[src/nes_mem_pkg.sv]
/*
 * NES memory subsystem shared definitions
 * address widths, the RAM request and button structs, bridge states
 */

package nes_mem_pkg;

    ////////////////////////////////////////
    // address widths
    ////////////////////////////////////////

    localparam int NES_ADDR_W = 22;    // console byte address
    localparam int RV_ADDR_W  = 23;    // softcore byte address

    typedef logic [NES_ADDR_W-1:0] nes_addr_t;

    ////////////////////////////////////////
    // RAM access
    ////////////////////////////////////////

    // one 16-bit access, addr is a word address (byte address / 2)
    typedef struct packed {
        logic [NES_ADDR_W-1:0] addr;
        logic [15:0]           wdata;
        logic [1:0]            be;       // bit 0 is the low byte lane
        logic                  we;
    } mem_req_t;

    // console button order, right is the msb
    typedef struct packed {
        logic right;
        logic left;
        logic down;
        logic up;
        logic start;
        logic select;
        logic b;
        logic a;
    } nes_btn_t;

    // softcore word bridge FSM
    typedef enum logic [2:0] {
        rv_idle,
        rv_wait_lo,
        rv_data_lo,
        rv_wait_hi,
        rv_data_hi
    } rv_state_e;

endpackage

[src/rv_word_bridge.sv]
/*
 * Softcore word bridge
 * splits 32-bit bus accesses into two 16-bit halves over a toggle
 * request/acknowledge pair, skipping halves with no write strobes
 */

`timescale 1ns/100ps

module rv_word_bridge (
    input  logic                                 clk,
    input  logic                                 sys_resetn,
    input  logic                                 i_rv_valid,
    input  logic [nes_mem_pkg::RV_ADDR_W-1:0]    i_rv_addr,
    input  logic [31:0]                          i_rv_wdata,
    input  logic [3:0]                           i_rv_wstrb,
    output logic [31:0]                          o_rv_rdata,
    output logic                                 o_rv_ready,
    output nes_mem_pkg::mem_req_t                o_req,
    output logic                                 o_req_tgl,
    input  logic                                 i_ack_tgl,
    input  logic [15:0]                          i_half_rdata
);
    import nes_mem_pkg::*;

    rv_state_e   state;
    logic        valid_q;
    logic        new_req;       // rising edge seen while busy
    logic        new_req_now;
    logic        is_write;
    logic        hi_word;       // which half is on the bus
    logic [1:0]  half_be;
    logic        acked;
    logic [15:0] lo_half_q;

    assign new_req_now = i_rv_valid & ~valid_q;
    assign is_write    = |i_rv_wstrb;
    assign acked       = (o_req_tgl == i_ack_tgl);

    assign o_req.addr  = {i_rv_addr[RV_ADDR_W-1:2], hi_word};
    assign o_req.wdata = hi_word ? i_rv_wdata[31:16] : i_rv_wdata[15:0];
    assign o_req.be    = half_be;
    assign o_req.we    = is_write;

    assign o_rv_rdata = {i_half_rdata, lo_half_q};  // upper half held by arbiter

    always_ff @(posedge clk) begin
        if (!sys_resetn) begin
            state      <= rv_idle;
            valid_q    <= 1'b0;
            new_req    <= 1'b0;
            o_req_tgl  <= 1'b0;
            o_rv_ready <= 1'b0;
            hi_word    <= 1'b0;
            half_be    <= 2'b00;
        end else begin
            valid_q    <= i_rv_valid;
            o_rv_ready <= 1'b0;
            if (new_req_now)
                new_req <= 1'b1;

            case (state)
                rv_idle: if (new_req || new_req_now) begin
                    new_req   <= 1'b0;
                    o_req_tgl <= ~o_req_tgl;
                    if (is_write && i_rv_wstrb[1:0] == 2'b00) begin
                        hi_word <= 1'b1;                  // upper half only
                        half_be <= i_rv_wstrb[3:2];
                        state   <= rv_wait_hi;
                    end else begin
                        hi_word <= 1'b0;
                        half_be <= is_write ? i_rv_wstrb[1:0] : 2'b11;
                        state   <= rv_wait_lo;
                    end
                end
                rv_wait_lo: if (acked) begin
                    if (!is_write) begin
                        state <= rv_data_lo;
                    end else if (i_rv_wstrb[3:2] == 2'b00) begin
                        o_rv_ready <= 1'b1;               // lower half only
                        state      <= rv_idle;
                    end else begin
                        o_req_tgl <= ~o_req_tgl;
                        hi_word   <= 1'b1;
                        half_be   <= i_rv_wstrb[3:2];
                        state     <= rv_wait_hi;
                    end
                end
                rv_data_lo: begin
                    o_req_tgl <= ~o_req_tgl;   // low half latched so ask for the high one
                    hi_word   <= 1'b1;
                    half_be   <= 2'b11;
                    state     <= rv_wait_hi;
                end
                rv_wait_hi: if (acked) begin
                    if (is_write) begin
                        o_rv_ready <= 1'b1;
                        state      <= rv_idle;
                    end else begin
                        state <= rv_data_hi;
                    end
                end
                rv_data_hi: begin
                    o_rv_ready <= 1'b1;
                    state      <= rv_idle;
                end
                default: state <= rv_idle;
            endcase
        end
    end

    always_ff @(posedge clk) begin
        if (state == rv_data_lo)
            lo_half_q <= i_half_rdata;
    end

    // ready only once every half of the request has been acknowledged
    a_one_ready: assert property (@(posedge clk) disable iff (!sys_resetn)
        o_rv_ready |-> acked);

endmodule

[config.mk]
export PLATFORM = sky130hd
export DESIGN_NAME = rv_word_bridge
export DESIGN_NICKNAME = d
export VERILOG_FILES = /design/src/nes_mem_pkg.sv /design/src/rv_word_bridge.sv
export SDC_FILE = /design/constraint.sdc
export NUM_CORES = 1
export LEC_CHECK = 0
export BUFFER_PORTS_ARGS = -buffer_cell sky130_fd_sc_hd__buf_4
export CAP_MARGIN = 5
export CORE_MARGIN = 1
export CORE_UTILIZATION = 25
export DETAILED_ROUTE_END_ITERATION = 7
export PLACE_DENSITY_LB_ADDON = 0.25
export SLEW_MARGIN = 20
export SYNTH_ARGS = -nofsm -noshare
export SYNTH_HDL_FRONTEND = slang
export SYNTH_SLANG_ARGS = --single-unit
[constraint.sdc]
create_clock -name clk -period 2.9 [get_ports clk]
set_input_delay 0.29 -clock clk [delete_from_list [all_inputs] [get_ports clk]]
set_output_delay 0.29 -clock clk [all_outputs]
set_load 0.005 [all_outputs]
## Word level (Yosys, flattened, before mapping)

Index checks and enable logic that the tools add are counted.

| operators by class | value |
|---|---|
| eq/ne operators | 10 |
| bitwise gates (word level) | 3 |
| mux-type cells | 36 |
| reduce and logical (&&, ||, !) cells | 9 |

Operator list:

| operator | count |
|---|---|
| two-way mux 2 bit | 9 |
| two-way mux 1 bit | 17 |
| two-way mux 16 bit | 1 |
| two-way mux 3 bit | 4 |
| one-hot mux 3 bit (4 select lines) | 1 |
| != test 2 bit (second input constant) | 5 |
| one-hot mux 1 bit (3 select lines) | 3 |
| == test 3 x 2 -> 1 bit (second input constant) | 2 |
| one-hot mux 2 bit (3 select lines) | 1 |
| AND reduction 5 bit | 1 |
| zero test 2 bit | 2 |
| OR reduction 4 bit | 1 |
| == test 3 x 1 -> 1 bit (second input constant) | 1 |
| == test 3 bit (second input constant) | 1 |
| zero test 3 bit | 1 |
| AND reduction 3 bit | 1 |
| nonzero test 3 bit | 1 |
| inverter 1 bit | 2 |
| AND 1 bit | 1 |
| == test 1 bit | 1 |
| logical AND 1 bit | 1 |
| logical OR 1 bit | 1 |

| storage, ports and cells | value |
|---|---|
| register bits | 26 |
| input bits | 79 |
| word-level logic and storage cells | 66 |

## Logic depth before layout (Yosys ltp)

| logic depth | value |
|---|---|
| depth in word-level cells | 5 |
| mapped depth | 5 |

## Worst setup path before layout

OpenSTA, ideal clock, no wires.

| timing | value |
|---|---|
| path kind | flip-flop to flip-flop |
| start point | register state[1] |
| end point | register lo_half_q[0] (enable) |
| path buffers | 1 |
| stages on the path, launching flop included | 3 |
| data arrival time | 1.811 ns |
| slack | 0.677 ns |
| required time | 2.487 ns |
| cell sequence | dfxtp_1 > buf_2 > nor3b_1 |

| between the ends | value |
|---|---|
| word-level cells in the longest chain between the ends | 1 |

RTL lines:

| element | line | source |
|---|---|---|
| start: declaration | rv_word_bridge.sv:25 | `rv_state_e state;` |
| start signal: assignment | rv_word_bridge.sv:48 | `state <= rv_idle;` |
| start signal: assignment | rv_word_bridge.sv:68 | `state <= rv_wait_hi;` |
| start signal: assignment | rv_word_bridge.sv:72 | `state <= rv_wait_lo;` |
| == test 3 x 2 -> 1 bit | rv_word_bridge.sv:112 | `if (state == rv_data_lo)` |
| end signal: assignment | rv_word_bridge.sv:113 | `lo_half_q <= i_half_rdata;` |
| end: declaration | rv_word_bridge.sv:33 | `logic [15:0] lo_half_q;` |

No other way between the ends.
A chain may end at the register's enable or synchronous reset.

==> metrics.txt <==
hold buffers post-CTS=0; grt total ovfl=0; area of the multi-input gates=536 µm²; top cells by area, synth=edfxtp_1 31%, buf_4 19%, dfxtp_1 13%; clk sinks=26; register area share after synthesis=0.444; CTS tree=done; Final Critical Period=1.96 ns; area leader, netlist=edfxtp_1; Post-Syn Nets=218; Netlist Area Pre-Place=1530 µm²; Post-Synthesis Cells=139; CORE AREA=5920 µm²; Register Area=681 µm²; ys flop type=edfxtp_1; final period utilization=0.677; NumNets Final=289; flop2flop setup slack=1.41 ns; Worst Setup End Kind=output port; DRC errors left=0; Clock Pin Slew Worst Setup and Hold Paths=0.09 ns; gr usage total=0.101; distinct cell type count after synthesis=32; P&R area growth vs syn=43.3%; critical path launch point type=flip-flop; initial drt markers=45; Placement Cell Area=2140 µm²; Worst Hold Class=input pin to flip-flop; most common cell in the netlist=buf_4; critical path arrival=1.67 ns; cell area power density=516 nW/µm²; Post-synth EDFFs=16; post-cts gate resize count=0; RSZ-0062 raised after global routing=no; final hold vios=0; vias in the first global route=1061; Final setup viols=0; crit-path cells=mux2_2, buf_4; initial core utilization=0.259; Layout Cells excl Fill=284; Max Root-Sink Buffers=2; Max Fclk=0.509 GHz; FF+latch count, synth=26; crit path max fanout=18; Setup Buffers After CTS=0; initial antenna violation count=0; reg2reg end=half_be[0]; DR WL/cell=12.6 µm; status=finished, final reports clean; DRT antenna net count=0; Slew Limit Fails=0; first-pass GRT wire length=5010 µm; latest clock arrival within the worst-skew pair=0.27 ns; async set-reset flop share out of synthesis=0; max-cap viol count=0; die footprint=6440 µm²; HPWL Detailed=2890 µm; First-pass DRT Iterations=4; CP Class=flip-flop to output port; Least-Margin Pin Slew=0.788 ns; Buf/Inv on CP=1; fin area=2190 µm²; Hold Path Cell Cnt=1; io pins=154; fillers=617; via count=1189; CP required=2.61 ns; Die W=80.3 µm; vias per cell=4.19; Root Buffer Master=clkbuf_8; Worst Hold End=lo_half_q[14]; HP Start=i_half_rdata[14]; leak pwr=0.000974 µW; CTS Buf Count=3; setup_tns=0 ns; Buffers on Ports=109; pin count of the biggest net entering global routing=19; placed instance count=280; worst-case clock skew=0.00512 ns; Crit-path slowest cell=dfxtp_1; R2R cell count=3; die height=80.3 µm; diode count=0; drt total wl=3580 µm; # rows=28; relative slew slack=0.474; GP Congestion=0.723; VDD IR max=0.227 mV; synth warn=0; syn_area_per_cell=11.0 µm²; H-Tree Depth=1; Crit path largest cell delay=0.84 ns; Yosys top cell area share=0.314; most frequent cells after synthesis=39 x buf_4, 16 x edfxtp_1, 16 x mux2_2, 10 x dfxtp_1, 9 x nand2_1; Crit path max-delay family=flip-flops; reg2reg start=state[1]; layout cells sized above 1=0.660
## layer usage
| metal | global-route usage | share of wire | vias to the layer above | routed length (µm) |
|---|---|---|---|---|
| li1 | - | - | 590 | - |
| met1 | 0.113 | 0.39 | 543 | 1390 |
| met2 | 0.179 | 0.53 | 40 | 1890 |
| met3 | 0.0159 | 0.057 | 16 | 206 |
| met4 | 0.0571 | 0.028 | 0 | 100 |
| met5 | 0 | 0 | - | 0 |
## layout by cell type, fill, tap and decap left out
cell,count
or3_1,1
xnor2_2,1
a2111oi_0,1
o21ai_0,2
mux2i_1,3
nor3_1,4
o31ai_1,1
mux2_2,16
nor3b_2,1
nor2_2,1
nand2b_1,1
o221a_2,1
a211oi_1,2
inv_1,1
or2_4,1
o32ai_2,1
a21oi_1,1
or2_2,1
buf_4,110
nor2b_1,3
nand2_1,9
o32ai_1,2
o21a_1,1
o311ai_0,2
o311ai_2,1
clkbuf_8,4
dfxtp_1,10
and2b_1,3
and2_1,2
edfxtp_1,16
nor2_1,6
## cells by family after synthesis
family,share of synthesized area
multiplexers,0.137
flip-flops,0.444
AND/OR/NAND/NOR,0.112
AO/OA/AOI/OAI,0.0866
XOR/XNOR,0.0106
buffers and inverters,0.209
## through the flow
step / worst slack (ns) / utilization / total power, µW / hold WS [ns]
after global placement: 1.24 / 0.361 / 913 / 0.457
after global routing: 0.863 / 0.371 / 1200 / 0.184
after detailed placement: 1.24 / 0.361 / 913 / 0.456
after floorplan: 0.677 / - / 733 / 0.389
final: 0.936 / 0.371 / 1130 / 0.204
after CTS: 0.938 / 0.371 / 1150 / 0.194
## where the power goes
part / switching [µW] / total [µW] / internal [µW]
Combinational: 139 / 397 / 258
Sequential: 60.5 / 506 / 445
Clock: 108 / 230 / 121
Total: 308 / 1130 / 825
## final cells by class
type                    count  share of cell area
flip-flops and latches     26               0.310
well taps                  75              0.0428
repair buffers            110               0.376
clock buffers               4              0.0251
multi-input cells          68               0.244
inverters                   1             0.00171
## flip-flops by register name (all words and copies together), names as in the netlist
register,cells
valid_q,1
o_rv_ready,1
o_req_tgl,1
hi_word,1
new_req,1
lo_half_q,16
state,3
half_be,2
## worst max-delay path by stage
stage                        start      endpoint  cells after the start
final                      hi_word     o_req[14]                      2
after global placement     hi_word     o_req[14]                      2
after global routing       hi_word     o_req[14]                      2
after floorplan           state[1]  lo_half_q[0]                      2
after CTS                  hi_word     o_req[14]                      2
after detailed placement   hi_word     o_req[14]                      2
No activity file was read; power rests on OpenSTA's default activity.
