[src/nes_mem_pkg.sv]
/*
 * NES memory subsystem shared definitions
 * address widths, the RAM request and button structs, bridge states
 */

package nes_mem_pkg;

    ////////////////////////////////////////
    // address widths
    ////////////////////////////////////////

    localparam int NES_ADDR_W = 22;    // console byte address
    localparam int RV_ADDR_W  = 23;    // softcore byte address

    typedef logic [NES_ADDR_W-1:0] nes_addr_t;

    ////////////////////////////////////////
    // RAM access
    ////////////////////////////////////////

    // one 16-bit access, addr is a word address (byte address / 2)
    typedef struct packed {
        logic [NES_ADDR_W-1:0] addr;
        logic [15:0]           wdata;
        logic [1:0]            be;       // bit 0 is the low byte lane
        logic                  we;
    } mem_req_t;

    // console button order, right is the msb
    typedef struct packed {
        logic right;
        logic left;
        logic down;
        logic up;
        logic start;
        logic select;
        logic b;
        logic a;
    } nes_btn_t;

    // softcore word bridge FSM
    typedef enum logic [2:0] {
        rv_idle,
        rv_wait_lo,
        rv_data_lo,
        rv_wait_hi,
        rv_data_hi
    } rv_state_e;

endpackage

[src/rom_loader.sv]
/*
 * ROM loader
 * turns the incoming byte stream into sequential one-lane RAM writes
 * and holds the console in reset while a game is loading
 */

`timescale 1ns/100ps

module rom_loader (
    input  logic                 clk,
    input  logic                 sys_resetn,
    input  logic                 i_loading,
    input  logic                 i_load_valid,
    input  logic [7:0]           i_load_data,
    output nes_mem_pkg::mem_req_t o_req,
    output logic                 o_req_valid,
    output logic                 o_reset_nes
);
    import nes_mem_pkg::*;

    logic      loading_q;
    logic      load_rise;
    logic      load_fall;
    nes_addr_t byte_cnt;
    nes_addr_t byte_addr;

    assign load_rise = i_loading & ~loading_q;
    assign load_fall = ~i_loading & loading_q;

    // first byte of a load lands at address 0 even on the rising cycle
    assign byte_addr = load_rise ? '0 : byte_cnt;

    assign o_req_valid = i_load_valid & i_loading;
    assign o_req.addr  = {1'b0, byte_addr[NES_ADDR_W-1:1]};
    assign o_req.wdata = {2{i_load_data}};
    assign o_req.be    = byte_addr[0] ? 2'b10 : 2'b01;
    assign o_req.we    = 1'b1;

    always_ff @(posedge clk) begin
        if (!sys_resetn) begin
            loading_q   <= 1'b0;
            byte_cnt    <= '0;
            o_reset_nes <= 1'b1;
        end else begin
            loading_q <= i_loading;
            if (o_req_valid)
                byte_cnt <= byte_addr + 1'b1;
            else if (load_rise)
                byte_cnt <= '0;
            if (load_rise)
                o_reset_nes <= 1'b1;   // hold console while loading
            else if (load_fall)
                o_reset_nes <= 1'b0;
        end
    end

endmodule

[config.mk]
export PLATFORM = sky130hd
export DESIGN_NAME = rom_loader
export DESIGN_NICKNAME = d
export VERILOG_FILES = /design/src/nes_mem_pkg.sv /design/src/rom_loader.sv
export SDC_FILE = /design/constraint.sdc
export NUM_CORES = 1
export LEC_CHECK = 0
export BUFFER_PORTS_ARGS = -buffer_cell sky130_fd_sc_hd__buf_2
export CAP_MARGIN = 0
export CORE_MARGIN = 2
export CORE_UTILIZATION = 52
export DETAILED_ROUTE_END_ITERATION = 8
export GPL_TIMING_DRIVEN = 1
export PLACE_DENSITY = 0.95
export SETUP_SLACK_MARGIN = 0.4
export SKIP_CTS_REPAIR_TIMING = 1
export SLEW_MARGIN = 20
export SYNTH_ARGS = -nofsm -noshare
export SYNTH_HDL_FRONTEND = slang
export SYNTH_SLANG_ARGS = --single-unit
export TNS_END_PERCENT = 10
[constraint.sdc]
create_clock -name clk -period 3 [get_ports clk]
set_input_delay 0.3 -clock clk [delete_from_list [all_inputs] [get_ports clk]]
set_output_delay 0.3 -clock clk [all_outputs]
set_load 0.01 [all_outputs]
After elaboration in Yosys (flattened, before gate mapping)

Index checks and enable logic that the tools add are counted.

Add/sub/neg operators: 1
Muxes and demuxes: 3
Bitwise gates (word level): 6
Reductions and logical operators: 1

Operator list:

| cell                                          | number |
|---|---|
| two-way mux 22 bit                            | 2 |
| adder 22 x 1 -> 22 bit, second input constant | 1 |
| bitwise AND 1 bit                             | 3 |
| NOT 1 bit                                     | 3 |
| two-way mux 2 bit                             | 1 |
| OR reduction 2 bit                            | 1 |

Register bits after elaboration: 24
Input port bits: 12
Output and inout port bits: 43

Longest topological paths before layout

Gate-level depths: netlist of run 1.

Depth after elaboration: 5
Depth in mapped cells: 11
Depth with buffers taken out: 9

Worst setup path before layout of run 1

No wires, ideal clock.

Path kind: reg2reg
Start point: register loading_q
End point: register byte_cnt[10]
Arrival time: 2.125 ns
Required time: 2.930 ns
Slack: 0.805 ns
Stages on the path, launching flop included: 12
Clock period less this slack: 2.195 ns
Cell sequence: dfxtp_1 > nand2b_1 > buf_6 > clkbuf_1 > nand2_1 > inv_1 > ha_1 > nand3_1 > and2b_1 > nand3_1 > or3_1 > a21oi_1

Word-level cells in the longest chain between the ends: 5

Ends and longest elaborated chain:

| item                   | line             | RTL |
|---|---|---|
| from (decl)            | rom_loader.sv:21 | `logic loading_q;` |
| from (signal assigned) | rom_loader.sv:45 | `loading_q <= i_loading;` |
| NOT 1 bit *            | rom_loader.sv:27 | `assign load_rise = i_loading & ~loading_q;` |
| bitwise AND 1 bit *    | rom_loader.sv:27 |  |
| two-way mux 22 bit *   | n/a              |  |
| adder 22 x 1 -> 22 bit | rom_loader.sv:47 | `byte_cnt <= byte_addr + 1'b1;` |
| two-way mux 22 bit *   | rom_loader.sv:46 | `if (o_req_valid)` |
| to (signal assigned)   | rom_loader.sv:47 |  |
| to (decl)              | rom_loader.sv:24 | `nes_addr_t byte_cnt;` |

Every way passes the cells marked *; elsewhere a longest branch is shown, timed or not.
A chain may end at the register's enable or synchronous reset.

Worst setup path after layout of run 1

Ends and elaborated chain as after synthesis.

==> flow_summary.json, run 1 <==
{
  "initial_utilization_pct": 53.6,
  "routabilityCongestion": 0.840,
  "clkSinkCount": 24,
  "worst-setup-path-type": "reg -> reg",
  "synthMuxAreaShare_pct": 0.688,
  "portBuffers": 28,
  "die_area_um2": 3230,
  "grt_util_all_layers_pct": 17.9,
  "ys_seq_elements": 24,
  "detailroute.via_count": 1165,
  "drt_iter0_markers": 20,
  "cts_root_buf": "clkbuf_4",
  "fin_cells": 215,
  "antennaDiodeCount": 0,
  "cellLeakagePower_nw": 0.640,
  "final_nets": 199,
  "post-dp-hpwl_mm": 2.07,
  "critical_path.top_delay_family": "simple AND/OR/NAND/NOR gates",
  "worstHoldPathType": "in -> reg",
  "finalHoldViolCount": 0,
  "max_stage_delay_ns": 0.40,
  "grt_max_degree": 34,
  "antenna_found_initial": 0,
  "path_buf_inv": 1,
  "clkTransAtPathRegs_ns": 0.12,
  "yosysUniqueCellTypes": 30,
  "startpoint_type": "flop",
  "syn2layout_area_growth_pct": 2.24,
  "cts_tree": "yes",
  "rsz0062_at_grt": "no",
  "overflow": 0,
  "tns_ns": 0,
  "ios": 55,
  "max_freq_ghz": 0.520,
  "ys_seq_area_share_pct": 33.0,
  "drtPass1Iterations": 4,
  "drt-wirelength-per-cell_um": 12.6,
  "netlist_area_um2": 1450,
  "synth_top_family_by_area": "simple AND/OR/NAND/NOR gates",
  "path_common_cell": "nand3_1",
  "antenna_left": 0,
  "cellPowerDensity_nw_per_um2": 331,
  "final_layout_size_suffix_gt1_share_pct": 20.1,
  "die-height_um": 56.9,
  "via_per_inst": 5.42,
  "required_ns": 3.26,
  "arrival_ns": 2.18,
  "crit_fanout": 4,
  "synth_simple_gate_area_share_pct": 38.1,
  "fin_skew_ns": 0.00252,
  "cap_violations": 0,
  "drt_wl_total_mm": 2.70,
  "clkLatencyLatePin_ns": 0.31,
  "cts_buffers": 3,
  "dpl.cell_count": 212,
  "htree_levels": 1,
  "die_w_um": 56.9,
  "worst_slack_ns": 1.08,
  "grt_pass1_vias": 1122,
  "ys_warn_count": 0,
  "rows": 19,
  "synth-xor-area-share_pct": 10.8,
  "fin_crit_ns": 1.92,
  "drc_errors": 0,
  "cts_max_path_buffers": 2,
  "avgSynthCellArea_um2": 8.26,
  "crit_chain": "nand2b_1, nand2_1, inv_1, ha_1, nand3_1, and2b_1, nand3_1, or3_1, a21oi_1",
  "end_kind": "flop",
  "maxSlewViolCount": 0,
  "slowest_stage": "dfxtp_1",
  "synth_nets": 189,
  "finalCritPeriodShare_pct": 64.2,
  "synth_compound_area_share_pct": 2.24,
  "synthCells": 176,
  "post_synth_fa_ha_maj_area_fraction_pct": 0.861,
  "place_ws_ns": 1.09,
  "finalSetupViolations": 0,
  "core_um2": 2710,
  "status": "finished clean",
  "grt_pass1_wl_mm": 4.60,
  "ir_worst_vdd_v": 0.000248
}
## where the power goes
part | switching (mW) | internal [mW]
Combinational | 0.0218 | 0.00821
Sequential | 0.00142 | 0.321
Clock | 0.0921 | 0.0470
Total | 0.115 | 0.376
## layer usage
metal	global-route usage, %	vias to the layer above	wire, um
li1	-	585	-
met1	23.4	535	1210
met2	28.2	36	1250
met3	3.23	9	183
met4	8.97	0	51
met5	0	-	0
## cell type report
class,count,area [um2]
tap,31,38.8
multi-input combinational,122,774
fill,273,1220
clock buffer,3,22.5
timing repair buffer,29,148
inverter,6,22.5
sequential,24,480
## flip-flops by register name, summed over array words and instances, names as in the netlist
register     cells
loading_q        1
o_reset_nes      1
byte_cnt        22
## synthesized netlist by cell type, drive strengths merged
cell	count	area, um2
xor2	1	8.76
nor4	8	62.6
ha	1	12.5
mux2i	1	10.0
clkinv	1	3.75
nor2	19	71.3
nor3	3	15.0
a21oi	3	15.0
conb	2	7.51
nand3	11	55.1
and3	4	25.0
nand2b	1	6.26
buf	21	165
xnor2	17	149
nand2	8	30.0
o21ai	2	10.0
inv	5	18.8
nor2b	2	12.5
and2b	1	7.51
dfxtp	24	480
o21a	1	7.51
nand4	7	73.8
clkbuf	3	11.3
and2	26	163
and4	3	26.3
or3	1	6.26
## worst paths after layout
| kind | slack [ns] | cells after the start | start | endpoint |
|---|---|---|---|---|
| worst max-delay path | 1.08 | 9 | loading_q$_SDFF_PN0_ | byte_cnt[10]$_SDFF_PN0_ |
| worst max register to register | 1.08 | 9 | loading_q$_SDFF_PN0_ | byte_cnt[10]$_SDFF_PN0_ |
| worst min register to register | 0.54 | 3 | byte_cnt[3]$_SDFF_PN0_ | byte_cnt[3]$_SDFF_PN0_ |
| worst min-delay path | 0.22 | 2 | sys_resetn | o_reset_nes$_SDFFE_PP1P_ |
## cells in the final DEF (no fill, tap or decap), drive strengths merged, types with 2 or more instances in the layout
| master | instances |
|---|---|
| nor3 | 3 |
| dfxtp | 24 |
| nand3 | 11 |
| o21ai | 2 |
| and4 | 3 |
| clkbuf | 3 |
| conb | 2 |
| and2 | 26 |
| nor2b | 2 |
| and3 | 4 |
| buf | 29 |
| nand2 | 8 |
| inv | 5 |
| nor4 | 8 |
| a21oi | 3 |
| xnor2 | 17 |
| nor2 | 19 |
| nand4 | 7 |
## logic make-up after synthesis
kind of cell / count (synthesis)
AND/OR/NAND/NOR: 94
buffers and inverters: 30
flip-flops: 24
XOR/XNOR: 18
AO/OA/AOI/OAI: 6
other: 2
adder cells (fa/ha/maj): 1
multiplexers: 1
## through the flow
stage	util [%]	hold slack (ns)	instance area, um2	power [mW]
after floorplan	-	0.376	1450	0.375
after CTS	54.8	0.221	1490	0.497
after detailed placement	54.0	0.518	1460	0.360
after global routing	54.8	0.227	1490	0.513
final	54.8	0.218	1490	0.492
after global placement	54.0	0.501	1460	0.359
No activity file was read; power rests on OpenSTA's default activity.
==> inputs of run 2 (changes only) <==
CORE_UTILIZATION = 44   (was 52)
PLACE_DENSITY = 0.88   (was 0.95)
clock period = 1.7 ns   (was 3 ns; I/O delays follow)
==> run 2 against run 1 <==
- critical path depth fell by 1
- cell count up 9.3%
- routed wire length is 8.9% higher
- combinational power grew 140%
- non-clock buffer count grew 6
- register-to-register slack worse by 1.1 ns
- cell area is 13% higher
- sequential share of layout area down 3.7 points
- first-iteration DRC count is 30% higher
- sequential power grew 77%
- largest cell class unchanged
==> flow_summary.json, run 2 (synthesis results as in run 1) <==
{
  "required_ns": 1.97,
  "clkSinkCount": 24,
  "maxSlewViolCount": 0,
  "largest-register": "byte_cnt",
  "fillers": 307,
  "crit_chain": "nand2b_4, and2_4, ha_4, nand3_2, and2b_2, nand3_2, or3_1, a21oi_1",
  "finalCritPeriodShare_pct": 99.7,
  "startpoint_type": "flop",
  "routabilityCongestion": 0.801,
  "grt_pass1_vias": 1083,
  "core_um2": 3100,
  "antennaDiodeCount": 0,
  "final_common_cell": "buf_2",
  "largest_reg_flops": 22,
  "via_per_inst": 4.92,
  "finalHoldViolCount": 0,
  "tns_ns": 0,
  "end_kind": "flop",
  "worstHoldPathType": "in -> reg",
  "cts_root_buf": "clkbuf_4",
  "worst-setup-path-type": "reg -> reg",
  "antenna_found_initial": 0,
  "reg2reg_slack_ns": 0.006,
  "drt-wirelength-per-cell_um": 12.5,
  "crit_fanout": 4,
  "cellPowerDensity_nw_per_um2": 566,
  "max_freq_ghz": 0.590,
  "detailroute.via_count": 1157,
  "slowest_stage": "dfxtp_2",
  "largestRegisters": "byte_cnt x22, loading_q x1, o_reset_nes x1",
  "final_layout_size_suffix_gt1_share_pct": 32.5,
  "status": "finished clean",
  "final_nets": 205,
  "cellLeakagePower_nw": 0.708,
  "drt_wl_total_mm": 2.94,
  "post-dp-hpwl_mm": 2.12,
  "fin_skew_ns": 0.00605,
  "portBuffers": 28,
  "grt_util_all_layers_pct": 16.3,
  "finalSetupViolations": 0,
  "final_util_pct": 54.3,
  "syn2layout_area_growth_pct": 15.8,
  "cts_max_path_buffers": 2,
  "fin_cells": 235,
  "ios": 55,
  "cts_buffers": 3,
  "cts_tree": "yes",
  "antenna_left": 0,
  "clkTransAtPathRegs_ns": 0.13,
  "arrival_ns": 1.96,
  "holdWs_ns": 0.0811,
  "htree_levels": 1,
  "grt_pass1_wl_mm": 4.62,
  "die_area_um2": 3780,
  "cap_violations": 0,
  "path_buf_inv": 0,
  "ir_worst_vdd_v": 0.000343,
  "final_cell_mix": "buf_2 (26), and2_1 (24), dfxtp_1 (23)",
  "initial_utilization_pct": 46.9,
  "grt_max_degree": 35,
  "drtPass1Iterations": 4,
  "drc_errors": 0,
  "fin_crit_ns": 1.69,
  "die_w_um": 61.5,
  "overflow": 0,
  "path_common_cell": "nand3_2",
  "die-height_um": 61.5,
  "max_stage_delay_ns": 0.35,
  "rsz0062_at_grt": "yes",
  "drt_iter0_markers": 26,
  "clkLatencyLatePin_ns": 0.33,
  "dpl.cell_count": 228,
  "critical_path.top_delay_family": "simple AND/OR/NAND/NOR gates",
  "rows": 20
}
-- run 2: changes by cell type in the layout (fill, tap and decap cells not counted), sizes merged --
| cell | delta |
|---|---|
| buf | +6 |
| clkbuf | +1 |
-- run 2: path summary, 6_finish.rpt --
kind / depth (start not counted) / endpoint / startpoint
min reg2reg: 2 / o_reset_nes$_SDFFE_PP1P_ / o_reset_nes$_SDFFE_PP1P_
max: 8 / byte_cnt[10]$_SDFF_PN0_ / loading_q$_SDFF_PN0_
min: 2 / o_reset_nes$_SDFFE_PP1P_ / sys_resetn
max reg2reg: 8 / byte_cnt[10]$_SDFF_PN0_ / loading_q$_SDFF_PN0_
-- run 2: per-layer routing --
layer / track usage (%) / vias up / share of wire (%)
li1: - / 596 / -
met1: 21.6 / 527 / 48
met2: 26.0 / 29 / 45
met3: 2.31 / 5 / 5.2
met4: 7.60 / 0 / 1.9
met5: 0 / - / 0
-- run 2: where the power goes --
| part | internal, mW | switching (mW) |
|---|---|---|
| clock network | 0.131 | 0.180 |
| registers | 0.567 | 0.00286 |
| logic | 0.0256 | 0.0467 |
-- run 2: area by class of cell --
class                           count  area (um2)  share of cell area, %
Multi-Input combinational cell    122         865                   51.3
Inverter                            6        25.0                   1.49
Tap cell                           44        55.1                   3.27
Sequential cell                    24         482                   28.6
Timing Repair Buffer               35         221                   13.2
Clock buffer                        4        36.3                   2.15
-- run 2: through the flow --
stage	worst slack (ns)	total power, mW	instance area (um2)
global placement	0.0369	0.650	1550
global route	-0.0879	0.988	1680
finish	0.00561	0.953	1680
floorplan	-0.169	0.672	1500
detailed placement	-0.0201	0.651	1550
CTS	-0.0480	0.961	1590
-- run 2: worst reg2reg max path: stages (launching register included) --
cell and delay [ns]:
dfxtp_2 0.35, nand2b_4 0.15, and2_4 0.16, ha_4 0.13
nand3_2 0.08, and2b_2 0.25, nand3_2 0.08, or3_1 0.32
a21oi_1 0.12
==> inputs of run 3 (changes only) <==
CORE_UTILIZATION = 48   (was 44)
PLACE_DENSITY = 0.9   (was 0.88)
clock period = 1.85 ns   (was 1.7 ns; I/O delays follow)
==> run 3 against run 2 <==
- routed wire length is 3.6% lower
- non-clock buffer count is 3 lower
- register-to-register slack better by 0.12 ns
- maximum frequency is 1.9% lower
- critical path depth is 1 lower
- via count is 0.69% lower
- total power is 15% lower
- critical endpoint is now byte_cnt[14]$_SDFF_PN0_
- largest cell class unchanged
==> flow_summary.json, run 3 (synthesis results as in run 1) <==
{
  "required_ns": 2.06,
  "drc_errors": 0,
  "reg2reg_slack_ns": 0.12,
  "rsz0062_at_grt": "yes",
  "die-height_um": 59.0,
  "power.share.clock_pct": 27.6,
  "crit_fanout": 5,
  "largest-register": "byte_cnt",
  "combPwrFrac_pct": 7.8,
  "critical_path.top_delay_family": "simple AND/OR/NAND/NOR gates",
  "tightest_slew_ns": 0.500,
  "detailroute.via_count": 1149,
  "antenna_left": 0,
  "overflow": 0,
  "max_freq_ghz": 0.579,
  "cellLeakagePower_nw": 0.664,
  "cellPowerDensity_nw_per_um2": 517,
  "drtPass1Iterations": 4,
  "post-dp-hpwl_mm": 2.08,
  "clkTransAtPathRegs_ns": 0.13,
  "routabilityCongestion": 0.848,
  "end_kind": "flop",
  "total_power_mw": 0.811,
  "cts_max_path_buffers": 2,
  "final_common_cell": "buf_2",
  "finalHoldViolCount": 0,
  "slowest_stage": "nor4_1",
  "final_nets": 202,
  "drt_wl_total_mm": 2.84,
  "antennaDiodeCount": 0,
  "met1_usage_pct": 23.0,
  "rows": 19,
  "die_area_um2": 3490,
  "grt_pass1_vias": 1069,
  "final_cell_mix": "buf_2 (28), and2_1 (25), dfxtp_1 (23)",
  "internal_power_mw": 0.618,
  "via_per_inst": 5.27,
  "use_met3_pct": 2.62,
  "startpoint_type": "flop",
  "htree_levels": 1,
  "drt_iter0_markers": 28,
  "grt.met2_usage_pct": 26.7,
  "cts_root_buf": "clkbuf_4",
  "clkSinkCount": 24,
  "ir_worst_vdd_v": 0.000323,
  "grt_max_degree": 24,
  "worst-setup-path-type": "reg -> reg",
  "die_w_um": 59.0,
  "cap_violations": 0,
  "cts_buffers": 3,
  "crit_chain": "nand2b_4, and2_4, ha_4, nand3_1, nor4_1, xnor2_1, nor2_1",
  "finalSetupViolations": 0,
  "portBuffers": 28,
  "fin_skew_ns": 0.00775,
  "grt.busiest_layer": "met2",
  "switchingPower_mw": 0.192,
  "swShare_pct": 23.7,
  "largestRegisters": "byte_cnt x22, loading_q x1, o_reset_nes x1",
  "worstHoldPathType": "in -> reg",
  "cts_tree": "yes",
  "max_stage_delay_ns": 0.41,
  "syn2layout_area_growth_pct": 7.92,
  "final_layout_size_suffix_gt1_share_pct": 26.7,
  "ios": 55,
  "grt_util_all_layers_pct": 16.9,
  "grt_pass1_wl_mm": 4.60,
  "maxSlewViolCount": 0,
  "drt-wirelength-per-cell_um": 13.0,
  "tns_ns": 0,
  "antenna_found_initial": 0,
  "initial_utilization_pct": 51.8,
  "fin_crit_ns": 1.73,
  "clkLatencyLatePin_ns": 0.31,
  "slew_headroom_pct": 66.5,
  "arrival_ns": 1.93,
  "status": "finished clean",
  "path_buf_inv": 0,
  "p_seq_share_pct": 64.6,
  "largest_reg_flops": 22,
  "core_um2": 2810,
  "finalCritPeriodShare_pct": 93.4
}
## run 3: cell types whose count changed in the layout (fill, tap and decap cells not counted), moves of 2 or more
cell and delta:
buf_4 -2, buf_6 -3, nand3_2 -2, nor4_1 +3
buf_2 +2, nand3_1 +2, nor4_2 -2
## run 3: path summary, 6_finish.rpt
| check | start | to | cells after the start |
|---|---|---|---|
| hold reg to reg | o_reset_nes$_SDFFE_PP1P_ | o_reset_nes$_SDFFE_PP1P_ | 2 |
| setup / recovery | loading_q$_SDFF_PN0_ | byte_cnt[14]$_SDFF_PN0_ | 7 |
| hold / removal | sys_resetn | o_reset_nes$_SDFFE_PP1P_ | 2 |
| setup reg to reg | loading_q$_SDFF_PN0_ | byte_cnt[14]$_SDFF_PN0_ | 7 |
## run 3: power by group through the flow
stage               sequential [mW]  combinational, mW  clock (mW)
detailed placement            0.535             0.0586           0
global route                  0.524             0.0698       0.250
finish                        0.524             0.0632       0.224
floorplan                     0.535             0.0823           0
global placement              0.535             0.0575           0
CTS                           0.524             0.0590       0.231
## run 3: stage by stage
step           instances  util, %  setup WS (ns)  hold slack, ns  instance area (um2)
2_1_floorplan        176        -        -0.0195           0.261                 1500
3_3_place_gp         213     53.8          0.147           0.370                 1510
3_5_place_dp         213     53.8         0.0945           0.370                 1510
4_1_cts              216     54.6         0.0517           0.114                 1530
5_1_grt              218     55.9         0.0248           0.127                 1570
6_report             218     55.9          0.122           0.123                 1570
## run 3: cell type report
type                    instances  area (um2)
well taps                      31        38.8
flip-flops and latches         24         482
clock buffers                   3        22.5
multi-input cells             122         823
fillers                       273        1240
inverters                       6        25.0
repair buffers                 32         178
## run 3: worst reg2reg max path, delay by kind of cell, from the launching register on
family / cells / cell delay, ns
and+or+nand+nor: 5 / 0.99
DFF: 1 / 0.36
xor gates and xnor gates: 1 / 0.16
adders and majority gates: 1 / 0.13
## run 3: layer usage
| layer | up-vias | wire (um) |
|---|---|---|
| met5 | - | 0 |
| li1 | 590 | - |
| met3 | 7 | 101 |
| met2 | 29 | 1340 |
| met4 | 0 | 35 |
| met1 | 523 | 1360 |
