===== config.mk =====
export PLATFORM = sky130hd
export DESIGN_NAME = joypad_port
export DESIGN_NICKNAME = d
export VERILOG_FILES = /design/src/nes_mem_pkg.sv /design/src/joypad_port.sv
export SDC_FILE = /design/constraint.sdc
export NUM_CORES = 1
export LEC_CHECK = 0
export BUFFER_PORTS_ARGS = -buffer_cell sky130_fd_sc_hd__buf_2
export CORE_AREA = 2 2 39 41
export CTS_BUF_LIST = sky130_fd_sc_hd__clkbuf_4 sky130_fd_sc_hd__clkbuf_8 sky130_fd_sc_hd__clkbuf_16
export CTS_CLUSTER_DIAMETER = 120
export CTS_CLUSTER_SIZE = 30
export DETAILED_ROUTE_END_ITERATION = 7
export DIE_AREA = 0 0 41 43
export HOLD_SLACK_MARGIN = 0.03
export PLACE_DENSITY_LB_ADDON = 0.12
export SYNTH_ARGS = -nofsm -noshare
export SYNTH_HDL_FRONTEND = slang
export SYNTH_SLANG_ARGS = --single-unit
export TNS_END_PERCENT = 20

===== constraint.sdc =====
create_clock -name clk -period 1 [get_ports clk]
set_clock_uncertainty 0.15 [all_clocks]
set_input_delay 0.1 -clock clk [delete_from_list [all_inputs] [get_ports clk]]
set_output_delay 0.1 -clock clk [all_outputs]
set_load 0.005 [all_outputs]

===== src/nes_mem_pkg.sv =====
/*
 * NES memory subsystem shared definitions
 * address widths, the RAM request and button structs, bridge states
 */

package nes_mem_pkg;

    ////////////////////////////////////////
    // address widths
    ////////////////////////////////////////

    localparam int NES_ADDR_W = 22;    // console byte address
    localparam int RV_ADDR_W  = 23;    // softcore byte address

    typedef logic [NES_ADDR_W-1:0] nes_addr_t;

    ////////////////////////////////////////
    // RAM access
    ////////////////////////////////////////

    // one 16-bit access, addr is a word address (byte address / 2)
    typedef struct packed {
        logic [NES_ADDR_W-1:0] addr;
        logic [15:0]           wdata;
        logic [1:0]            be;       // bit 0 is the low byte lane
        logic                  we;
    } mem_req_t;

    // console button order, right is the msb
    typedef struct packed {
        logic right;
        logic left;
        logic down;
        logic up;
        logic start;
        logic select;
        logic b;
        logic a;
    } nes_btn_t;

    // softcore word bridge FSM
    typedef enum logic [2:0] {
        rv_idle,
        rv_wait_lo,
        rv_data_lo,
        rv_wait_hi,
        rv_data_hi
    } rv_state_e;

endpackage


===== src/joypad_port.sv =====
/*
 * Player one joypad port
 * maps Dualshock receive bytes to console buttons and shifts them
 * out on the console strobe and clock
 */

`timescale 1ns/100ps

module joypad_port (
    input  logic       clk,
    input  logic       sys_resetn,
    input  logic [7:0] i_ps_rx0,
    input  logic [7:0] i_ps_rx1,
    input  logic       i_joypad_strobe,
    input  logic       i_joypad_clock,
    output logic       o_joypad_data
);
    import nes_mem_pkg::*;

    nes_btn_t   btn;
    logic [7:0] shift_q;
    logic       pad_clk_q;
    logic       pad_clk_fall;

    ////////////////////////////////////////
    // button mapping
    ////////////////////////////////////////

    // Dualshock bits are active low
    always_comb begin
        btn.right  = ~i_ps_rx0[5];
        btn.left   = ~i_ps_rx0[7];
        btn.down   = ~i_ps_rx0[6];
        btn.up     = ~i_ps_rx0[4];
        btn.start  = ~i_ps_rx0[3];
        btn.select = ~i_ps_rx0[0];
        btn.b      = ~i_ps_rx1[6];   // cross
        btn.a      = ~i_ps_rx1[5];   // circle
    end

    assign pad_clk_fall = ~i_joypad_clock & pad_clk_q;

    always_ff @(posedge clk) begin
        if (!sys_resetn) begin
            shift_q   <= 8'h00;
            pad_clk_q <= 1'b0;
        end else begin
            pad_clk_q <= i_joypad_clock;
            if (i_joypad_strobe)
                shift_q <= btn;
            else if (pad_clk_fall)
                shift_q <= {1'b0, shift_q[7:1]};   // a goes out first
        end
    end

    assign o_joypad_data = shift_q[0];

endmodule


### Yosys cells after proc, flatten, opt, wreduce, memory -nomap -nowiden

Index checks and enable logic that the tools add are counted.

* reduce and logical (&&, ||, !) cells: 1
* bitwise gates (word level): 10
* muxes and demuxes: 2

Operator list (number)
* $mux W8: 2
* $not A1 Y1: 9
* $reduce_bool A2 Y1: 1
* $and A1 B1 Y1: 1

* input port bits: 20
* word-level logic and storage cells: 15
* flip-flop bits (word level): 9
* output and inout bits: 1

### Logic depth before layout (Yosys ltp)

Gate-level depths: netlist of run 1.

* depth in word-level cells: 4
* depth in mapped cells: 4
* depth with buffers taken out: 3

### Worst setup path after synthesis of run 1

Ideal clock, no wire load.

* kind: reg-to-reg
* start point: reg pad_clk_q
* end point: reg shift_q[2]
* stages on the path, launching flop included: 5
* path buffers: 1
* arrival time: 0.760 ns
* setup slack: -0.033 ns
* data required time: 0.727 ns
* setup time: 0.123 ns
* period minus slack after synthesis: 1.033 ns
* path through: dfxtp_1 -> nor2b_1 -> buf_4 -> o211ai_1 -> a21oi_1

* cells in the longest elaborated chain, start to end: 2

RTL lines
* start: declaration: RTL line joypad_port.sv:22 `logic pad_clk_q;`
* start signal: assignment: RTL line joypad_port.sv:48 `pad_clk_q <= i_joypad_clock;`
* $and A1 B1 Y1: RTL line joypad_port.sv:41 `assign pad_clk_fall = ~i_joypad_clock & pad_clk_q;`
* $reduce_bool A2 Y1 (no source line)
* end signal: assignment: RTL line joypad_port.sv:50 `shift_q <= btn;`
* end signal: assignment: RTL line joypad_port.sv:52 `shift_q <= {1'b0, shift_q[7:1]};`
* end: declaration: RTL line joypad_port.sv:21 `logic [7:0] shift_q;`

Every way passes these cells.
A chain may end at the register's enable or synchronous reset.

### Worst setup path in the final report of run 1

* start point: reg shift_q[4]
* end point: reg shift_q[3]

* cells in the longest elaborated chain, start to end: 2

RTL lines
* $mux W8: RTL line joypad_port.sv:51 `else if (pad_clk_fall)`
* $mux W8: RTL line joypad_port.sv:49 `if (i_joypad_strobe)`

Every way passes these cells. The select of a mux whose other input is x is not followed.

==> impl_metrics.csv, run 1 <==
group,metric,value,unit
hold_path,hp-class,"primary input to flop",
clocking,clockBufferDepth,2,
yosys,netlist_area,452,sq um
floorplanning,die_h,43,um
floorplanning,io_pins,21,
route,vias_per_cell,4.59,
route,drt_iter0_drc,9,
finish,final_cell_mix,"buf_2 (12), dlygate4sd3_1 (10), dfxtp_1 (8)",
finish,num_antenna_cells,0,
route,drtPass1Iterations,2,
sta,min_period,1.04,ns
yosys,ys_types,19,
sta,hold_viol_final,0,
floorplanning,core_area,1380,sq um
power_and_ir_drop,peakVddDrop,0.917,mV
sta,relSlewSlack,79.8,%
floorplanning,num_rows,14,
critical_path,cp_top_family,"flip-flops",
floorplanning,initial_core_util,32.6,%
yosys,syn-num-nets,76,
finish,num-nets-final,102,
yosys,synth-seq-cells,9,
yosys,synth-warning-count,0,
yosys,synth_area_per_cell,8.07,sq um
clocking,postCtsSetupBuffers,0,
global_route,grt_pass1_vias,391,
clocking,cts_tree,"done",
route,drt_wl_total,977,um
finish,drive_above_1_share,33.3,%
power_and_ir_drop,leakage,0.283,nW
sta,drv_slew,0,
power_and_ir_drop,power.density,1310,nW/um^2
clocking,htree_num_levels,1,
floorplanning,dieArea,1760,sq um
critical_path,cp-end-kind,"flop",
sta,tightestPinTransition,0.302,ns
critical_path,path_cells,"or2_2 -> o211ai_1 -> a21oi_1",
flow_run,cap_violations,0,
placed_design,dp_cells,83,
clocking,cts_root_buffer,"clkbuf_4",
finish,instances_no_fill,97,
critical_path,critPathSlowestCell,"dfxtp_1",
route,wl_per_cell,10.1,um
clocking,clock_sinks,9,
finish,final_common_cell,"buf_2",
route,vias,445,
global_route,grt_pass1_wl,1.69,mm
sta,grt_setup_unrepaired,"yes",
yosys,synth_seq_area_share,39.9,%
placed_design,gp_congestion,0.717,
placed_design,io_buffers,12,
sta,setup_tns,-0.129,ns
critical_path,criticalPathCategory,"flop to flop",
status,violations,"setup timing",
global_route,grt_overflow,0,
finish,areaGrowthSynthToFinish,47.1,%
sta,setup_viol,6,
sta,finalWorstSetupSlack,-0.0399,ns
critical_path,path_max_fanout,2,
global_route,track_usage,14.5,%
route,route.detailed.drc,0,
sta,fmax,0.962,GHz
critical_path,slowest_delay,0.30,ns
critical_path,required,1.00,ns
yosys,synth_cells,56,
clocking,clk_pin_slew,0.07,ns
finish,fill_cells,141,
route,ant_nets,0,
floorplanning,die_width,41,um
critical_path,worst-path-buf-inv,0,
clocking,cts_buffers,3,
clocking,clk_latency,0.27,ns
status,status,"complete, but fails checks",
global_route,grt_max_degree,22,
critical_path,crit_path_start_kind,"flop",
sta,period_share,104,%
global_route,grt_antenna_before_repair,0,
critical_path,crit_arrival,1.04,ns
-- worst register-to-register path, delay by kind of cell (launching register included) --
family,cells,cell delay (ns)
AND/OR/NAND/NOR,1,0.28
AO/OA/AOI/OAI,2,0.18
flip-flops,1,0.30
-- sequential cells by signal (all words and copies together), names as in the netlist --
| register | count |
|---|---|
| pad_clk_q | 1 |
| shift_q | 8 |
-- report_power, final --
part	internal, mW	leakage (nW)	switching [mW]
sequential	0.382	0.0745	0.00900
clock	0.182	0.0184	0.141
combinational	0.0903	0.190	0.0656
total	0.654	0.283	0.216
-- kinds of logic after synthesis --
family | share of synthesized area [%]
AND/OR/NAND/NOR | 29.6
AO/OA/AOI/OAI | 21.9
buffers and inverters | 8.59
flip-flops | 39.9
-- metrics by stage --
step	worst slack, ns	util, %	cell area [sq um]	total power, mW	hold slack [ns]
2_1_floorplan	-0.0290	-	452	0.483	0.0717
3_3_place_gp	-0.280	37.8	523	0.524	0.169
3_5_place_dp	-0.328	37.8	523	0.523	0.175
4_1_cts	-0.0587	48.0	664	0.871	0.0481
5_1_grt	-0.109	48.0	664	0.910	0.108
6_report	-0.0399	48.0	664	0.870	0.0412
-- final timing paths --
path,endpoint,cells past startpoint,slack [ns],startpoint
worst max-delay path,shift_q[3],3,-0.04,shift_q[4]
worst min-delay path,shift_q[7],3,0.04,sys_resetn
worst max register to register,shift_q[3],3,-0.04,shift_q[4]
worst min register to register,shift_q[4],2,0.31,shift_q[4]
-- metal layers --
layer | global-route usage, % | up-vias | part of all wire, %
li1 | - | 244 | -
met4 | 8.00 | 0 | 2.1
met1 | 21.2 | 187 | 51
met5 | 0 | - | 0
met2 | 18.1 | 12 | 42
met3 | 4.71 | 2 | 4.5
-- area by class of cell --
class	count	area [sq um]	area share, %
Sequential cell	9	181	27.3
Clock buffer	4	30.0	4.52
Tap cell	16	20.0	3.01
Timing Repair Buffer	25	183	27.5
Multi-Input combinational cell	41	243	36.5
Inverter	2	7.51	1.13
-- Yosys cell counts, drive strengths merged --
| cell | n | share of area [%] |
|---|---|---|
| clkbuf | 1 | 1.7 |
| o211ai | 7 | 13 |
| nor2 | 1 | 0.83 |
| buf | 3 | 5.3 |
| nand2 | 7 | 5.8 |
| dfxtp | 9 | 40 |
| or2 | 7 | 9.7 |
| a21oi | 7 | 7.8 |
| inv | 2 | 1.7 |
| nand3 | 7 | 7.8 |
| nor2b | 2 | 2.8 |
| a31oi | 1 | 1.4 |
| and2 | 1 | 1.4 |
| nand2b | 1 | 1.4 |
-- timing repair --
item | CTS | global route
endpoints found under the hold margin | 9 | 0
hold buffers | 10 | 0
setup endpoints to repair | 8 | 8
pin swaps | 0 | 2
resized for setup | 4 | 0
No activity file was read; power rests on OpenSTA's default activity.
==> run 2, diff against run 1 <==
SETUP_SLACK_MARGIN = 0.1   (was unset)
==> run 2 against run 1 <==
Compared with the run above:
- the flow finishes with violations (hold timing, setup timing)
- clock-buffer cell count did not move
- cell count fell by 8.2%
- first-iteration DRC count did not move
- total power fell by 2.6%
- core utilization fell by 5.4 points
- via count fell by 5.2%
- setup slack barely moved
- register-to-register slack barely moved
- design area fell by 11%
- maximum frequency barely moved
- die area did not move
- sequential power barely moved
==> impl_metrics.csv, run 2 (synthesized netlist as in run 1, its figures left out) <==
group,metric,value,unit
status,status,"complete, but fails checks",
status,violations,"hold timing, setup timing",
clocking,cts_root_buffer,"clkbuf_4",
clocking,clockBufferDepth,2,
critical_path,cp-end-kind,"flop",
route,ant_nets,0,
finish,seq_area,181,sq um
finish,multi_input_area,243,sq um
floorplanning,io_pins,21,
floorplanning,initial_core_util,32.6,%
finish,areaGrowthSynthToFinish,30.5,%
finish,drive_above_1_share,37.0,%
finish,final_cell_mix,"buf_2 (12), dfxtp_1 (8), nand3_1 (7), nand2_1 (7), a21oi_1 (7)",
power_and_ir_drop,finalPower,848,uW
floorplanning,die_width,41,um
clocking,cts_buffers,3,
critical_path,criticalPathCategory,"flop to flop",
flow_run,cap_violations,0,
placed_design,place_area,523,sq um
critical_path,path_cells,"or2_2 -> o211ai_1 -> a21oi_1",
power_and_ir_drop,leakage,0.267,nW
clocking,cts_tree,"done",
route,drt_wl_total,925,um
sta,drv_slew,0,
finish,final_common_cell,"buf_2",
route,route.detailed.drc,0,
critical_path,slowest_delay,0.31,ns
clocking,postCtsSetupBuffers,0,
clocking,clock_sinks,9,
critical_path,critPathSlowestCell,"dfxtp_1",
sta,period_share,104,%
sta,hold_viol_final,7,
finish,regMostFlops,"shift_q",
critical_path,path_max_fanout,2,
route,vias_per_cell,4.74,
finish,fill_cells,151,
route,vias,422,
clocking,clk_pin_slew,0.07,ns
critical_path,required,1.00,ns
sta,hold_ws,-0.0365,ns
sta,finalWorstSetupSlack,-0.0399,ns
finish,reg_top3,"shift_q: 8 flops, pad_clk_q: 1 flops",
placed_design,pre_cts_slack,-0.328,ns
floorplanning,dieArea,1760,sq um
global_route,grt_antenna_before_repair,0,
floorplanning,num_rows,14,
finish,num-nets-final,94,
sta,grt_setup_unrepaired,"yes",
route,drt_iter0_drc,9,
clocking,htree_num_levels,1,
global_route,grt_overflow,0,
floorplanning,die_h,43,um
floorplanning,core_area,1380,sq um
clocking,postCtsHoldBufs,2,
power_and_ir_drop,peakVddDrop,0.924,mV
placed_design,io_buffers,12,
clocking,clk_latency,0.27,ns
finish,num_antenna_cells,0,
finish,stdcell_area,589,sq um
global_route,grt_max_degree,22,
sta,fmax,0.962,GHz
route,drtPass1Iterations,2,
finish,largest_reg_flops,8,
sta,setup_viol,6,
critical_path,crit_arrival,1.04,ns
placed_design,gp_congestion,0.717,
global_route,grt_pass1_wl,1.62,mm
hold_path,hp-class,"primary input to flop",
sta,min_period,1.04,ns
power_and_ir_drop,power.density,1440,nW/um^2
sta,tightestPinTransition,0.301,ns
global_route,track_usage,14.0,%
route,wl_per_cell,10.4,um
critical_path,crit_path_start_kind,"flop",
sta,relSlewSlack,80.0,%
sta,setup_tns,-0.128,ns
global_route,grt_pass1_vias,374,
[run 2: timing repair]
action	in CTS	in global routing
gates cloned	0	0
setup endpoints to repair	9	10
endpoints found under the hold margin	9	7
pin swaps	0	2
gates resized for setup	4	2
[run 2: worst max-delay path, delay by kind of cell (launching register included)]
kind | cells | cell delay (ns)
simple gates | 1 | 0.28
flops | 1 | 0.31
compound gates | 2 | 0.18
[run 2: area by class of cell]
cell class | instances | share of cell area (%)
clock buffers | 4 | 5.10
multi-input cells | 41 | 41.2
well taps | 16 | 3.40
flip-flops and latches | 9 | 30.8
inverters | 2 | 1.27
repair buffers | 17 | 18.3
[run 2: stage by stage]
step           cells  utilization (%)
6_report          89             42.6
5_1_grt           89             42.6
4_1_cts           89             42.2
3_5_place_dp      83             37.8
3_3_place_gp      83             37.8
2_1_floorplan     56                -
[run 2: where the power goes]
group | leakage (nW) | switching, mW | internal (mW)
registers | 0.0745 | 0.00900 | 0.382
logic | 0.174 | 0.0622 | 0.0715
clock network | 0.0184 | 0.141 | 0.182
[run 2: final timing paths]
kind	from	to	slack [ns]	cells past startpoint
max	shift_q[4]	shift_q[3]	-0.04	3
min	i_ps_rx0[4]	shift_q[4]	-0.04	4
max reg2reg	shift_q[4]	shift_q[3]	-0.04	3
min reg2reg	shift_q[4]	shift_q[4]	0.31	2
[run 2: routing by layer]
| layer | up-vias | part of all wire [%] | global-route usage [%] |
|---|---|---|---|
| met3 | 2 | 5.4 | 4.71 |
| met5 | - | 0 | 0 |
| met1 | 181 | 50 | 20.2 |
| li1 | 227 | - | - |
| met2 | 12 | 42 | 17.5 |
| met4 | 0 | 2.3 | 8.00 |
==> run 3, diff against run 2 <==
ABC_AREA = 1   (was unset)
==> run 3 against run 2 <==
Compared with the run above:
- the flow finishes with violations (hold timing)
- sequential share of layout area is 2.4 points lower
- first-iteration DRC count is 78% lower
- critical path depth is 1 higher
==> impl_metrics.csv, run 3 <==
group,metric,value,unit
placed_design,place_area,567,sq um
floorplanning,core_area,1380,sq um
route,drt_wl_total,931,um
global_route,grt_pass1_wl,1.51,mm
finish,multi_input_area,240,sq um
critical_path,criticalPathCategory,"flop to flop",
sta,relSlewSlack,82.2,%
global_route,grt_antenna_before_repair,0,
placed_design,dp_cells,101,
hold_path,holdPathStages,3,
finish,seq_area,181,sq um
floorplanning,io_pins,21,
finish,final_common_cell,"nand2_1",
sta,setup_viol,0,
clocking,cts_buffers,3,
sta,grt_setup_unrepaired,"yes",
finish,stdcell_area,638,sq um
yosys,synth-main-ff-cell,"dfxtp_1",
route,vias_per_cell,4.23,
power_and_ir_drop,power.density,1320,nW/um^2
critical_path,r2r-end,"shift_q[3]",
yosys,synth_seq_area_share,37.8,%
clocking,htree_num_levels,1,
clocking,clk_latency,0.26,ns
finish,regMostFlops,"shift_q",
placed_design,dp_hpwl,665,um
global_route,grt_max_degree,19,
finish,reg_top3,"shift_q: 8 flops, pad_clk_q: 1 flops",
critical_path,path_cells,"nand2_4 -> buf_4 -> nand3_1 -> a21oi_2",
yosys,netlist_top_cells_count,"nand2_1 (28), dfxtp_1 (9), inv_1 (9)",
clocking,postCtsSetupBuffers,0,
floorplanning,die_h,43,um
floorplanning,initial_core_util,34.4,%
power_and_ir_drop,leakage,0.336,nW
critical_path,path_max_fanout,5,
placed_design,pre_cts_slack,0.0431,ns
flow_run,cap_violations,0,
critical_path,required,1.00,ns
route,vias,453,
yosys,synth_top_cell_by_area,"dfxtp_1",
yosys,syn-num-nets,90,
global_route,grt_pass1_vias,395,
sta,period_share,95.9,%
yosys,synth.top_cell.area_share,37.8,%
global_route,track_usage,12.9,%
placed_design,io_buffers,12,
sta,min_period,0.959,ns
clocking,cts_root_buffer,"clkbuf_4",
floorplanning,dieArea,1760,sq um
placed_design,gp_congestion,0.666,
critical_path,r2r_cells,4,
floorplanning,num_rows,14,
yosys,synth_edf_count,0,
yosys,synth_area_per_cell,6.81,sq um
global_route,grt_overflow,0,
critical_path,cp-end-kind,"flop",
finish,instances_no_fill,107,
yosys,ys_types,14,
sta,hold_viol_final,2,
status,violations,"hold timing",
floorplanning,die_width,41,um
finish,final_cell_mix,"nand2_1 (27), buf_2 (12), inv_1 (9), dfxtp_1 (8), nand3_1 (7)",
clocking,clock_sinks,9,
route,drtPass1Iterations,3,
critical_path,crit_arrival,0.96,ns
finish,fill_cells,155,
critical_path,reg2reg_slack,0.04,ns
sta,finalWorstSetupSlack,0.0411,ns
finish,areaGrowthSynthToFinish,33.9,%
yosys,yosysMostFrequentCell,"nand2_1",
yosys,synth-seq-cells,9,
yosys,netlist_area,477,sq um
yosys,async_reset_ff_share,0,%
power_and_ir_drop,finalPower,845,uW
yosys,synth_cells,70,
yosys,yosys-top-cells-area,"dfxtp_1 (38%), nand2_1 (22%), a21oi_1 (7.3%)",
hold_path,worstHoldStart,"i_ps_rx0[5]",
status,status,"complete, but fails checks",
clocking,cts_tree,"done",
sta,drv_slew,0,
yosys,synth-warning-count,0,
sta,tightestPinTransition,0.267,ns
sta,fmax,1.04,GHz
route,drt_iter0_drc,2,
hold_path,hp-class,"primary input to flop",
critical_path,slowest_delay,0.35,ns
finish,num-nets-final,112,
hold_path,min_to,"shift_q[7]",
finish,num_antenna_cells,0,
route,wl_per_cell,8.70,um
finish,drive_above_1_share,31.9,%
power_and_ir_drop,peakVddDrop,0.733,mV
critical_path,reg2reg_from,"pad_clk_q",
critical_path,critPathSlowestCell,"dfxtp_2",
finish,largest_reg_flops,8,
clocking,clockBufferDepth,2,
critical_path,crit_path_start_kind,"flop",
clocking,clk_pin_slew,0.06,ns
route,route.detailed.drc,0,
route,ant_nets,0,
sta,hold_ws,-0.0598,ns
run 3: cell types whose count changed after synthesis, sizes merged, moves of 2 or more:
cell,before,now
inv,2,10
nand2,7,29
nor2b,2,0
o211ai,7,0
or2,7,1
run 3: worst max-delay path: cells and delay by family, from the launching register on:
family | cells | cell delay [ns]
flip-flops | 1 | 0.35
AND/OR/NAND/NOR | 2 | 0.14
buffers and inverters | 1 | 0.14
AO/OA/AOI/OAI | 1 | 0.06
run 3: final cells by class:
cell class                 instances  area share (%)
clock buffer                       4            4.71
tap                               16            3.14
timing repair buffer              19            19.0
inverter                          10            7.06
multi-input combinational         49            37.6
sequential                         9            28.4
run 3: logic make-up (layout without fill, tap and decap cells):
| logic type | count (synthesis) | after routing | synth area share [%] |
|---|---|---|---|
| compound gates | 9 | 9 | 11.0 |
| buf+inv | 12 | 33 | 16.0 |
| flops | 9 | 9 | 37.8 |
| simple gates | 40 | 40 | 35.2 |
run 3: worst max-delay path by stage:
stage	startpoint	to	slack, ns
after CTS	pad_clk_q	shift_q[0]	0.04
after global placement	pad_clk_q	shift_q[5]	0.05
after floorplan	pad_clk_q	shift_q[1]	0.10
final	pad_clk_q	shift_q[3]	0.04
after detailed placement	pad_clk_q	shift_q[5]	0.04
after global routing	pad_clk_q	shift_q[0]	-0.04
run 3: what timing repair did:
item | in CTS | in global routing
gates resized for setup | 3 | 2
endpoints found under the setup margin | 9 | 9
hold buffers | 1 | 1
pin swaps | 1 | 4
endpoints found under the hold margin | 6 | 3
run 3: power by group:
group	switching [mW]	leakage [nW]	internal [mW]
Combinational	0.0731	0.243	0.0678
Clock	0.134	0.0184	0.181
Sequential	0.00962	0.0742	0.379
run 3: through the flow:
stage                     utilization (%)  setup TNS [ns]
after global routing                 46.1         -0.0861
after detailed placement             41.0               0
after CTS                            44.8               0
final                                46.1               0
after floorplan                         -               0
after global placement               41.0               0
run 3: routing by layer:
| metal | routed length (um) | GRT usage [%] | vias up |
|---|---|---|---|
| met1 | 477 | 16.6 | 183 |
| met2 | 373 | 18.4 | 11 |
| li1 | - | - | 257 |
| met3 | 64 | 4.71 | 2 |
| met4 | 16 | 6.00 | 0 |
| met5 | 0 | 0 | - |
